<file path="config.mk">
export PLATFORM = sky130hd
export DESIGN_NAME = cpuControl
export DESIGN_NICKNAME = d
export VERILOG_FILES = /design/src/source/cpuControlPkg.sv /design/src/source/instrClassify.sv /design/src/source/controlFsm.sv /design/src/source/datapathSelect.sv /design/src/source/memAccessDecode.sv /design/src/source/branchResolve.sv /design/src/source/cpuControl.sv
export SDC_FILE = /design/constraint.sdc
export NUM_CORES = 1
export LEC_CHECK = 0
export ABC_AREA = 1
export BUFFER_PORTS_ARGS = -buffer_cell sky130_fd_sc_hd__buf_2
export CORE_MARGIN = 8
export CORE_UTILIZATION = 34
export DETAILED_ROUTE_END_ITERATION = 6
export GPL_TIMING_DRIVEN = 0
export PLACE_DENSITY = 0.67
export SLEW_MARGIN = 5
export SYNTH_ARGS = -nofsm -noshare
export SYNTH_HDL_FRONTEND = slang
export SYNTH_SLANG_ARGS = --single-unit
</file>
<file path="constraint.sdc">
create_clock -name clk -period 2.9 [get_ports clk]
set_input_delay 0.58 -clock clk [delete_from_list [all_inputs] [get_ports clk]]
set_output_delay 0.58 -clock clk [all_outputs]
set_load 0.02 [all_outputs]
</file>
<file path="src/source/cpuControlPkg.sv">
package cpuControlPkg;

  localparam int instrWidth = 32;
  localparam int opcodeWidth = 6;
  localparam int functWidth = 6;
  localparam int aluOpWidth = 5;

  // Primary opcodes, standard MIPS encodings
  typedef enum logic [opcodeWidth-1:0] {
    opRType = 6'd0,
    opJ     = 6'd2,  opJal   = 6'd3,
    opBeq   = 6'd4,  opBne   = 6'd5,  opBlez  = 6'd6,  opBgtz = 6'd7,
    opAddiu = 6'd9,  opSlti  = 6'd10, opSltiu = 6'd11,
    opAndi  = 6'd12, opOri   = 6'd13, opXori  = 6'd14, opLui  = 6'd15,
    opLb    = 6'd32, opLh    = 6'd33, opLw    = 6'd35,
    opLbu   = 6'd36, opLhu   = 6'd37,
    opSb    = 6'd40, opSh    = 6'd41, opSw    = 6'd43
  } opcode_e;

  typedef enum logic [functWidth-1:0] {
    fnJr   = 6'd8,
    fnAddu = 6'd33,
    fnAnd  = 6'd36,
    fnOr   = 6'd37
  } funct_e;

  typedef struct packed {
    logic [opcodeWidth-1:0] opcode;
    logic [4:0] rs;
    logic [4:0] rt;
    logic [4:0] rd;
    logic [4:0] shamt;
    logic [functWidth-1:0] funct;
  } rFields_s;

  // Immediate takes what is left after opcode, rs and rt
  typedef struct packed {
    logic [opcodeWidth-1:0] opcode;
    logic [4:0] rs;
    logic [4:0] rt;
    logic [instrWidth-opcodeWidth-11:0] imm16;
  } iFields_s;

  typedef union packed {
    rFields_s rFields;
    iFields_s iFields;
  } instrWord_u;

  typedef enum logic [aluOpWidth-1:0] {
    aluAnd = 5'd0, aluOr = 5'd1, aluAdd = 5'd2, aluXor = 5'd3,
    aluSlt = 5'd7, aluSltu = 5'd9, aluEq = 5'd10,
    aluBranchTarget = 5'd13, aluPassA = 5'd14, aluFunct = 5'd15,
    aluLez = 5'd16, aluJumpTarget = 5'd17, aluLui = 5'd20
  } aluOp_e;

  typedef enum logic [1:0] {
    srcBReg = 2'd0, srcBFour = 2'd1, srcBImm = 2'd2, srcBImmShift = 2'd3
  } srcB_e;

  typedef enum logic [2:0] {
    fetch = 3'd0, decode = 3'd1, exec1 = 3'd2, exec2 = 3'd3,
    exec3 = 3'd4, halted = 3'd5, stall = 3'd6
  } state_e;

  typedef enum logic [3:0] {
    clsAluReg, clsAluImm, clsSltImm, clsLui, clsLoad,
    clsStore, clsBranch, clsJump, clsJumpLink, clsJumpReg
  } instrClass_e;

  typedef enum logic [1:0] {widthWord, widthHalf, widthByte} memWidth_e;

  typedef enum logic [1:0] {
    extZero = 2'd0, extByteSigned = 2'd2, extHalfSigned = 2'd3
  } extMode_e;

endpackage

</file>
<file path="src/source/instrClassify.sv">
`timescale 1ns/100ps

module instrClassify (
  input  cpuControlPkg::instrWord_u instr,
  output cpuControlPkg::instrClass_e instrClass,
  output cpuControlPkg::memWidth_e memWidth,
  output logic loadSigned,
  output cpuControlPkg::aluOp_e aluOpImm,
  output cpuControlPkg::opcode_e branchKind
);
  import cpuControlPkg::*;

  // Branch condition logic only looks at this for clsBranch
  assign branchKind = opcode_e'(instr.iFields.opcode);

  always_comb begin
    instrClass = clsAluReg;
    memWidth = widthWord;
    loadSigned = 1'b0;
    aluOpImm = aluAdd;
    case (instr.iFields.opcode)
      opRType: begin
        if (instr.rFields.funct == fnJr) begin
          instrClass = clsJumpReg;
        end
      end
      opAddiu: instrClass = clsAluImm;
      opAndi: begin
        instrClass = clsAluImm;
        aluOpImm = aluAnd;
      end
      opOri: begin
        instrClass = clsAluImm;
        aluOpImm = aluOr;
      end
      opXori: begin
        instrClass = clsAluImm;
        aluOpImm = aluXor;
      end
      opSlti: begin
        instrClass = clsSltImm;
        aluOpImm = aluSlt;
      end
      opSltiu: begin
        instrClass = clsSltImm;
        aluOpImm = aluSltu;
      end
      opLui: begin
        instrClass = clsLui;
        aluOpImm = aluLui;
      end
      opLw: instrClass = clsLoad;
      opLh, opLhu: begin
        instrClass = clsLoad;
        memWidth = widthHalf;
        loadSigned = (instr.iFields.opcode == opLh);
      end
      opLb, opLbu: begin
        instrClass = clsLoad;
        memWidth = widthByte;
        loadSigned = (instr.iFields.opcode == opLb);
      end
      opSw: instrClass = clsStore;
      opSh: begin
        instrClass = clsStore;
        memWidth = widthHalf;
      end
      opSb: begin
        instrClass = clsStore;
        memWidth = widthByte;
      end
      opBeq, opBne: begin
        instrClass = clsBranch;
        aluOpImm = aluEq;
      end
      opBlez, opBgtz: begin
        instrClass = clsBranch;
        aluOpImm = aluLez;
      end
      opJ: instrClass = clsJump;
      opJal: instrClass = clsJumpLink;
      // Unknown opcodes fall back to a harmless register op
      default: instrClass = clsAluReg;
    endcase
  end

endmodule

</file>
<file path="src/source/controlFsm.sv">
`timescale 1ns/100ps

module controlFsm (
  input  logic clk,
  input  logic arstN,
  input  cpuControlPkg::instrClass_e instrClass,
  input  logic execStall,
  input  logic waitrequest,
  input  logic pcIsZero,
  input  logic run,
  output cpuControlPkg::state_e state,
  output logic execLast,
  output logic active,
  output logic pcWrite,
  output logic irWrite,
  output logic irSel,
  output logic fetchRetry
);
  import cpuControlPkg::*;

  state_e stateNext;
  state_e lastExec;
  state_e doneState;
  logic haltLatch;

  // Number of exec cycles depends on the class
  always_comb begin
    case (instrClass)
      clsBranch, clsJump, clsJumpReg: lastExec = exec1;
      clsLoad: lastExec = exec3;
      default: lastExec = exec2;
    endcase
  end

  assign execLast = (state == lastExec);
  assign doneState = haltLatch ? halted : fetch;

  always_comb begin
    stateNext = state;
    case (state)
      fetch, stall: stateNext = waitrequest ? stall : decode;
      decode: stateNext = exec1;
      exec1: begin
        if (!execStall) begin
          stateNext = execLast ? doneState : exec2;
        end
      end
      exec2: begin
        if (!waitrequest) begin
          stateNext = execLast ? doneState : exec3;
        end
      end
      exec3: stateNext = doneState;
      halted: begin
        if (run) begin
          stateNext = fetch;
        end
      end
      default: stateNext = halted;
    endcase
  end

  always_ff @(posedge clk or negedge arstN) begin
    if (!arstN) begin
      state <= halted;
      haltLatch <= 1'b0;
    end else begin
      state <= stateNext;
      // Remember whether this instruction came from PC zero
      if (state == fetch) begin
        haltLatch <= pcIsZero;
      end
    end
  end

  assign active = (state != halted);
  assign pcWrite = (state == fetch);
  assign irWrite = (state == decode);
  assign irSel = (state != decode);
  assign fetchRetry = (state == stall);

endmodule

</file>
<file path="src/source/datapathSelect.sv">
`timescale 1ns/100ps

module datapathSelect (
  input  cpuControlPkg::state_e state,
  input  cpuControlPkg::instrClass_e instrClass,
  input  cpuControlPkg::aluOp_e aluOpImm,
  output logic aluSrcA,
  output cpuControlPkg::srcB_e aluSrcB,
  output cpuControlPkg::aluOp_e aluControl,
  output logic aluSel,
  output logic extSel,
  output logic regWrite,
  output logic regDst,
  output logic memToReg,
  output logic link,
  output logic isJump
);
  import cpuControlPkg::*;

  logic isJumpClass;
  logic isAluClass;
  logic isMemClass;

  assign isJumpClass = (instrClass == clsJump) || (instrClass == clsJumpLink);
  assign isAluClass = (instrClass == clsAluReg) || (instrClass == clsAluImm) ||
                      (instrClass == clsSltImm) || (instrClass == clsLui);
  assign isMemClass = (instrClass == clsLoad) || (instrClass == clsStore);

  always_comb begin
    aluSrcA = 1'b0;
    aluSrcB = srcBReg;
    aluControl = aluAnd;
    aluSel = 1'b0;
    extSel = 1'b0;
    regWrite = 1'b0;
    regDst = 1'b0;
    memToReg = 1'b0;
    link = 1'b0;
    isJump = 1'b0;
    case (state)
      // PC + 4
      fetch: begin
        aluSrcB = srcBFour;
        aluControl = aluAdd;
      end
      // Precompute branch or jump target
      decode: begin
        aluSrcB = srcBImmShift;
        aluControl = isJumpClass ? aluJumpTarget : aluBranchTarget;
        extSel = isJumpClass;
      end
      exec1: begin
        if (isAluClass || isMemClass) begin
          aluSrcA = 1'b1;
          aluSrcB = (instrClass == clsAluReg) ? srcBReg : srcBImm;
          if (instrClass == clsAluReg) begin
            aluControl = aluFunct;
          end else if (isMemClass) begin
            aluControl = aluAdd;
          end else begin
            aluControl = aluOpImm;
          end
          extSel = (instrClass == clsAluImm);
        end
        case (instrClass)
          clsBranch: begin
            aluSrcA = 1'b1;
            aluSrcB = srcBReg;
            aluControl = aluOpImm;
            aluSel = 1'b1;
          end
          clsJump: begin
            aluSrcB = srcBImmShift;
            aluControl = aluJumpTarget;
            extSel = 1'b1;
            isJump = 1'b1;
          end
          clsJumpReg: begin
            aluSrcA = 1'b1;
            aluControl = aluPassA;
          end
          // Return address goes to the register file first
          clsJumpLink: begin
            aluSrcB = srcBFour;
            aluControl = aluAdd;
            regWrite = 1'b1;
            memToReg = 1'b1;
            link = 1'b1;
          end
          default: ;
        endcase
      end
      exec2: begin
        if (instrClass == clsJumpLink) begin
          aluSrcB = srcBImmShift;
          aluControl = aluJumpTarget;
          extSel = 1'b1;
          isJump = 1'b1;
        end else if (isAluClass) begin
          regWrite = 1'b1;
          memToReg = 1'b1;
          aluSel = 1'b1;
          regDst = (instrClass == clsAluReg);
        end
      end
      // Load data writeback
      exec3: regWrite = (instrClass == clsLoad);
      default: ;
    endcase
  end

endmodule

</file>
<file path="src/source/memAccessDecode.sv">
`timescale 1ns/100ps

module memAccessDecode (
  input  cpuControlPkg::state_e state,
  input  cpuControlPkg::instrClass_e instrClass,
  input  cpuControlPkg::memWidth_e memWidth,
  input  logic loadSigned,
  output logic iorD,
  output logic memRead,
  output logic memWrite,
  output logic [3:0] byteEnable,
  output cpuControlPkg::extMode_e extendedMem
);
  import cpuControlPkg::*;

  logic isLoad;
  logic isStore;
  logic inAccess;

  assign isLoad = (instrClass == clsLoad);
  assign isStore = (instrClass == clsStore);
  // Data side cycles, exec3 only exists for loads
  assign inAccess = (isLoad || isStore) && ((state == exec2) || (state == exec3));

  assign memRead = (state == fetch) || (state == stall) || (isLoad && (state == exec2));
  assign memWrite = isStore && (state == exec2);
  assign iorD = (isLoad || isStore) && (state == exec2);

  always_comb begin
    byteEnable = 4'b1111;
    extendedMem = extZero;
    if (inAccess) begin
      case (memWidth)
        widthByte: byteEnable = 4'b0001;
        widthHalf: byteEnable = 4'b0011;
        default: byteEnable = 4'b1111;
      endcase
      if (isLoad && loadSigned) begin
        if (memWidth == widthByte) begin
          extendedMem = extByteSigned;
        end else if (memWidth == widthHalf) begin
          extendedMem = extHalfSigned;
        end
      end
    end
  end

endmodule

</file>
<file path="src/source/branchResolve.sv">
`timescale 1ns/100ps

module branchResolve (
  input  logic clk,
  input  logic arstN,
  input  cpuControlPkg::state_e state,
  input  logic execLast,
  input  cpuControlPkg::instrClass_e instrClass,
  input  cpuControlPkg::opcode_e branchKind,
  input  logic outLsb,
  output logic branchDelay,
  output logic pcSrc
);
  import cpuControlPkg::*;

  logic taken;
  logic delayNext;

  // outLsb carries the ALU compare result
  always_comb begin
    case (branchKind)
      opBeq, opBlez: taken = outLsb;
      opBne, opBgtz: taken = !outLsb;
      default: taken = 1'b0;
    endcase
  end

  always_comb begin
    case (instrClass)
      clsBranch: delayNext = taken;
      clsJump, clsJumpLink, clsJumpReg: delayNext = 1'b1;
      default: delayNext = 1'b0;
    endcase
  end

  always_ff @(posedge clk or negedge arstN) begin
    if (!arstN) begin
      branchDelay <= 1'b0;
    end else if (execLast) begin
      branchDelay <= delayNext;
    end
  end

  // Redirect only the next fetch
  assign pcSrc = branchDelay && (state == fetch);

endmodule

</file>
<file path="src/source/cpuControl.sv">
`timescale 1ns/100ps

module cpuControl (
  input  logic clk,
  input  logic arstN,
  input  cpuControlPkg::instrWord_u instr,
  input  logic execStall,
  input  logic waitrequest,
  input  logic outLsb,
  input  logic pcIsZero,
  input  logic run,
  output logic active,
  output cpuControlPkg::state_e state,
  output logic branchDelay,
  output logic pcWrite,
  output logic irWrite,
  output logic irSel,
  output logic iorD,
  output logic pcSrc,
  output logic fetchRetry,
  output logic memRead,
  output logic memWrite,
  output logic [3:0] byteEnable,
  output cpuControlPkg::extMode_e extendedMem,
  output logic aluSrcA,
  output cpuControlPkg::srcB_e aluSrcB,
  output cpuControlPkg::aluOp_e aluControl,
  output logic aluSel,
  output logic extSel,
  output logic regWrite,
  output logic regDst,
  output logic memToReg,
  output logic link,
  output logic isJump
);
  import cpuControlPkg::*;

  instrClass_e instrClass;
  memWidth_e memWidth;
  logic loadSigned;
  aluOp_e aluOpImm;
  opcode_e branchKind;
  logic execLast;

  // Instruction is classified once, the rest works from class and state
  instrClassify classify0 (.instr, .instrClass, .memWidth, .loadSigned, .aluOpImm, .branchKind);

  controlFsm fsm0 (.clk, .arstN, .instrClass, .execStall, .waitrequest, .pcIsZero, .run,
    .state, .execLast, .active, .pcWrite, .irWrite, .irSel, .fetchRetry);

  datapathSelect dpSel0 (.state, .instrClass, .aluOpImm, .aluSrcA, .aluSrcB, .aluControl,
    .aluSel, .extSel, .regWrite, .regDst, .memToReg, .link, .isJump);

  memAccessDecode memDec0 (.state, .instrClass, .memWidth, .loadSigned, .iorD, .memRead,
    .memWrite, .byteEnable, .extendedMem);

  branchResolve branch0 (.clk, .arstN, .state, .execLast, .instrClass, .branchKind, .outLsb,
    .branchDelay, .pcSrc);

endmodule

</file>
==> impl_metrics.toml, run 1 <==
[floorplanning]
initial_core_util_pct = 35.6
placement_rows = 21
design.die.area_um2 = 5680
die_h_um = 75.4
dieWidth_um = 75.4
pin_count = 73
coreArea_um2 = 3360

[synth]
synth.most_common_cell = "sky130_fd_sc_hd__nand2_1"
synth_fp_nets = 250
ys_top_cells_by_area = "sky130_fd_sc_hd__nand2_1 14%, sky130_fd_sc_hd__nor2_1 11%, sky130_fd_sc_hd__inv_1 9.4%"
synth_sequential_area_ratio_pct = 10.6
synth_area_um2 = 1200
synth_edf_count = 0
postSynth.topFlopCell = "sky130_fd_sc_hd__dfrtp_1"
synth.cells.most_frequent = "45 x sky130_fd_sc_hd__nand2_1, 35 x sky130_fd_sc_hd__nor2_1, 30 x sky130_fd_sc_hd__inv_1"
synthesis.yosys.warnings = 0
ys_async_sr_fraction_pct = 100
synthDominantAreaCellType = "sky130_fd_sc_hd__nand2_1"
netlist_instances = 209
synth.distinct_cells = 34
avgSynthCellArea_um2 = 5.74
synth_top_area_share_pct = 14.1
synth.ff_latch_count = 5

[timing]
final_max_slew_viol_count = 0
final-hold-violation-count = 0
finalWorstPathRequiredPeriod_ns = 2.71
skew_ns = 0.00223
setup_violations = 0
rsz0062_at_grt = "no"
timing.final.crit_share_pct = 93.4
setup_total_negative_slack_ns = 0
max_clock_freq_mhz = 369

[grt]
number_of_antenna_violations_at_the_first_check_in_global_routing = 0
grt_pass1_vias = 1388
grt_first_pass_wirelength_um = 5930
grt_max_degree = 11
grt.total_usage_pct = 13.0
grt-ovfl-total = 0

[drt]
vias = 1492
wirelength_um = 3710
avgRoutedWirePerCell_um = 12.0
drcViolationCount = 0
drt_pass1_iterations = 4
drt_iter0_markers = 101
drt-vias-per-instance = 4.83
postRouteAntennaNets = 0

[clocking]
clockRootBuffer = "sky130_fd_sc_hd__clkbuf_4"
tritoncts = "built"
clock_tree.buffer_depth = 2
cts_hold_repair.buffers = 0
clk_latency_ns = 0.24
cts_num_sinks = 5
h-tree-depth = 1
clk_pin_slew_ns = 0.05
cts_buffers = 3

[worst_setup_path]
critPathCaptureType = "output pin"
timing.reg2reg.setup_slack_ns = 1.08
worst-setup-path-type = "input port to output pin"
critPathMaxFanout = 6
worst_ep_required_time_ns = 2.32
setup.worst_path.start_class = "input port"
critical_path_arrival_ns = 2.13

[layout]
n_antenna_cell = 0
post-route-util_pct = 45.9
finish.instance_area_um2 = 1540
final_nets = 305
area.growth.synth_to_final_pct = 28.7
post_route_cells_drive_above_1_share_pct = 38.8

[flow_run]
max_cap_violations = 0

[place]
gp_congestion = 0.911
dp.final_hpwl_um = 3180
port_buffers = 50
placement.cell_area_um2 = 1510

[pwr]
power-per-cell-area_nw_per_um2 = 722
worst_ir_drop_vdd_uv = 425
leakage_nw = 0.871

[worst_hold_path]
worst_hold_path_type = "input port to async pin"

[outcome]
status = "completed"
## kinds of logic (layout without fill, tap and decap cells)
group                    Yosys count  in the layout  share of synthesized area (%)
flip-flops                         5              5                           10.6
other                              1              1                          0.313
AND/OR/NAND/NOR                  133            133                           59.7
buffers and inverters             45             99                           15.1
XOR/XNOR                           1              1                          0.731
adder cells (fa/ha/maj)            2              2                           2.09
AO/OA/AOI/OAI                     22             22                           11.4
## state kept, by name, indices dropped and copies added, names as in the netlist
signal	cells
branch0.branchDelay	1
fsm0.haltLatch	1
fsm0.state	3
## final cells by class
cell class | instances | area, um^2
Fill cell | 392 | 1820
Tap cell | 46 | 57.6
Clock buffer | 4 | 26.3
Timing Repair Buffer | 50 | 250
Multi-Input combinational cell | 159 | 900
Buffer | 4 | 27.5
Sequential cell | 5 | 128
Inverter | 41 | 154
## worst paths after layout
check,start,endpoint,cells after the start
setup / recovery,instr[26],byteEnable[3],10
hold / removal,arstN,branch0.branchDelay$_DFFE_PN0N_,1
setup reg to reg,fsm0.state[2]$_DFFE_PN1P_,fsm0.state[2]$_DFFE_PN1P_,11
hold reg to reg,branch0.branchDelay$_DFFE_PN0N_,branch0.branchDelay$_DFFE_PN0N_,2
max in group asynchronous,arstN,fsm0.state[2]$_DFFE_PN1P_,1
min in group clk,pcIsZero,fsm0.haltLatch$_DFFE_PN0P_,3
## cells in the final DEF (no fill, tap or decap), drive strengths merged, types with 3 or more instances in the layout
cell type,n
a21oi,5
clkbuf,4
buf,54
nor2,47
nand2,48
nand3,22
o21ai,12
inv,41
nor3,7
nand4,6
dfrtp,3
## repair_timing
item / in CTS / in global routing
endpoints found under the setup margin: 0 / 2
gates resized for setup: 0 / 2
setup buffers: 0 / 0
## layer usage
layer	part of all wire, %	routed length (um)	track usage [%]	up-vias
li1	-	-	-	776
met1	46	1690	16.8	673
met2	47	1750	22.0	41
met3	6.7	249	2.37	2
met4	0.32	12	2.35	0
met5	0	0	0	-
## where the power goes
part	switching, mW	internal [mW]
combinational	0.611	0.270
clock	0.0289	0.0520
sequential	0.0358	0.117
## worst max-delay path: stages
cell and delay [ns]:
sky130_fd_sc_hd__buf_2 0.15, sky130_fd_sc_hd__inv_1 0.07, sky130_fd_sc_hd__nor2_1 0.08, sky130_fd_sc_hd__inv_1 0.06, sky130_fd_sc_hd__nor3_1 0.27, sky130_fd_sc_hd__inv_1 0.08
sky130_fd_sc_hd__ha_1 0.29, sky130_fd_sc_hd__or2_1 0.27, sky130_fd_sc_hd__buf_4 0.14, sky130_fd_sc_hd__buf_2 0.15
## stage by stage
stage	total power, mW	instances	hold slack (ns)	worst slack, ns
global route	1.23	309	0.137	0.0390
finish	1.11	309	0.144	0.192
CTS	1.10	309	0.145	0.177
floorplan	0.755	209	0.284	0.260
detailed placement	1.02	305	0.400	0.188
global placement	1.01	305	0.397	0.216
No activity file was read; power rests on OpenSTA's default activity.
==> run 2, diff against run 1 <==
--- a/config.mk
+++ b/config.mk
@@ -7,11 +7,13 @@
 export LEC_CHECK = 0
 export ABC_AREA = 1
 export BUFFER_PORTS_ARGS = -buffer_cell sky130_fd_sc_hd__buf_2
+export CELL_PAD_IN_SITES_DETAIL_PLACEMENT = 1
+export CELL_PAD_IN_SITES_GLOBAL_PLACEMENT = 2
 export CORE_MARGIN = 8
-export CORE_UTILIZATION = 34
+export CORE_UTILIZATION = 21
 export DETAILED_ROUTE_END_ITERATION = 6
 export GPL_TIMING_DRIVEN = 0
-export PLACE_DENSITY = 0.67
+export PLACE_DENSITY = 0.85
 export SLEW_MARGIN = 5
 export SYNTH_ARGS = -nofsm -noshare
 export SYNTH_HDL_FRONTEND = slang
==> run 2 against run 1 <==
  * First-iteration DRC count fell by 37%
  * Largest power group unchanged
  * Power rose by 5.5%
  * Largest cell class unchanged
  * Sequential power rose by 3%
  * Non-clock buffer count did not move
  * Clock skew fell by 0.0019 ns
  * Wire length rose by 21%
  * Die area rose by 48%
  * Worst hold slack improved by 0.028 ns
  * Clock power rose by 64%
==> impl_metrics.toml, run 2 (synthesis results as in run 1) <==
[clocking]
cts.repair.resized = 0
cts_buffers = 3
clk_latency_ns = 0.22
cts_setup_buffers = 0
clock_tree.buffer_depth = 2
cts_num_sinks = 5
cts_hold_repair.buffers = 0
clk_pin_slew_ns = 0.04
h-tree-depth = 1
clockRootBuffer = "sky130_fd_sc_hd__clkbuf_8"
tritoncts = "built"

[drt]
avgRoutedWirePerCell_um = 13.4
postRouteAntennaNets = 0
drt_iter0_markers = 64
drt-vias-per-instance = 4.40
drcViolationCount = 0
drt_pass1_iterations = 4
wirelength_um = 4500
vias = 1473

[worst_setup_path]
timing.reg2reg.setup_slack_ns = 1.08
setup.worst_path.start_class = "register"
critPathCaptureType = "output pin"
critPathMostFrequentCell = "sky130_fd_sc_hd__inv_1"
critPathMaxFanout = 8
worst_path_cell_trace = "buf_2, inv_1, nor2_2, inv_1, nor2_1, nor2_1, inv_1, nand2_1, o21ai_1, buf_2"
worst-path-buf-inv = 5
critical_path_arrival_ns = 2.15
worst_ep_required_time_ns = 2.32
worst-setup-path-type = "register to output pin"
worst_path_largest_cell_delay_ns = 0.51
cpLargestDelayFamily = "buffers and inverters"
cp_slowest_cell = "sky130_fd_sc_hd__dfstp_2"

[timing]
max_clock_freq_mhz = 366
holdWs_ns = 0.172
final_max_slew_viol_count = 0
finalWorstPathRequiredPeriod_ns = 2.73
setup_total_negative_slack_ns = 0
timing.final.crit_share_pct = 94.3
rsz0062_at_grt = "no"
setup_violations = 0
final-hold-violation-count = 0
skew_ns = 0.000364

[layout]
layout_commonest_cell = "sky130_fd_sc_hd__buf_2"
mostFrequentLayoutCells = "51 x sky130_fd_sc_hd__buf_2, 45 x sky130_fd_sc_hd__nand2_1, 35 x sky130_fd_sc_hd__nor2_1"
n_antenna_cell = 0
regMostFlops = "fsm0.state"
leading_registers_by_flop_count = "fsm0.state x3, branch0.branchDelay x1, fsm0.haltLatch x1"
final_nets = 305
area.growth.synth_to_final_pct = 33.0
largest_reg_flops = 3
post_route_cells_drive_above_1_share_pct = 39.2
finish.instance_area_um2 = 1590

[pwr]
power-per-cell-area_nw_per_um2 = 737
overall_power_mw = 1.18
leakage_nw = 0.879
worst_ir_drop_vdd_uv = 269

[place]
placement.cell_area_um2 = 1540
gp_congestion = 0.872
port_buffers = 50
dp.final_hpwl_um = 3840

[grt]
groute.layer.met3.usage_pct = 1.81
grt.total_usage_pct = 10.6
grt-ovfl-total = 0
grt_first_pass_wirelength_um = 7590
met1_usage_pct = 13.4
most_utilized_layer_in_the_global_route_result = "met2"
number_of_antenna_violations_at_the_first_check_in_global_routing = 0
groute.layer.met2.usage_pct = 18.5
grt_pass1_vias = 1609
grt_max_degree = 11

[floorplanning]
dieWidth_um = 91.6
placement_rows = 27
coreArea_um2 = 5510
die_h_um = 91.6
pin_count = 73
initial_core_util_pct = 21.8
design.die.area_um2 = 8380

[flow_run]
max_cap_violations = 0

[worst_hold_path]
worst_hold_path_type = "input port to async pin"

[outcome]
status = "completed"
[run 2: cell counts in the layout (fill, tap and decap cells not counted)]
No cell type changed its count.
[run 2: where the power goes]
part | switching, mW | internal [mW]
clock network | 0.0379 | 0.0947
logic | 0.617 | 0.268
registers | 0.0399 | 0.117
[run 2: cell type report]
class	instances	area, um^2
multi-input cells	159	900
repair buffers	50	250
inverters	41	154
plain buffers	4	27.5
well taps	72	90.1
clock buffers	4	45.0
fillers	756	3910
flip-flops and latches	5	128
[run 2: worst paths after layout]
kind,start,depth (start not counted),to
min in group clk,pcIsZero,3,fsm0.haltLatch$_DFFE_PN0P_
min,arstN,1,branch0.branchDelay$_DFFE_PN0N_
min reg2reg,branch0.branchDelay$_DFFE_PN0N_,2,branch0.branchDelay$_DFFE_PN0N_
max reg2reg,fsm0.state[0]$_DFFE_PN1P_,11,fsm0.state[0]$_DFFE_PN1P_
max,fsm0.state[0]$_DFFE_PN1P_,10,aluControl[4]
max in group asynchronous,arstN,1,fsm0.state[2]$_DFFE_PN1P_
[run 2: metal layers]
metal / part of all wire, % / up-vias
met5: 0 / -
met4: 0.49 / 0
met3: 3.6 / 2
met2: 48 / 30
met1: 48 / 674
li1: - / 767
[run 2: metrics by stage]
stage / setup slack, ns / util (%) / std cells
detailed placement: 0.173 / 27.9 / 331
floorplan: 0.260 / - / 209
finish: 0.166 / 28.9 / 335
global route: 0.00148 / 28.9 / 335
CTS: 0.0875 / 28.8 / 335
global placement: 0.202 / 27.9 / 331
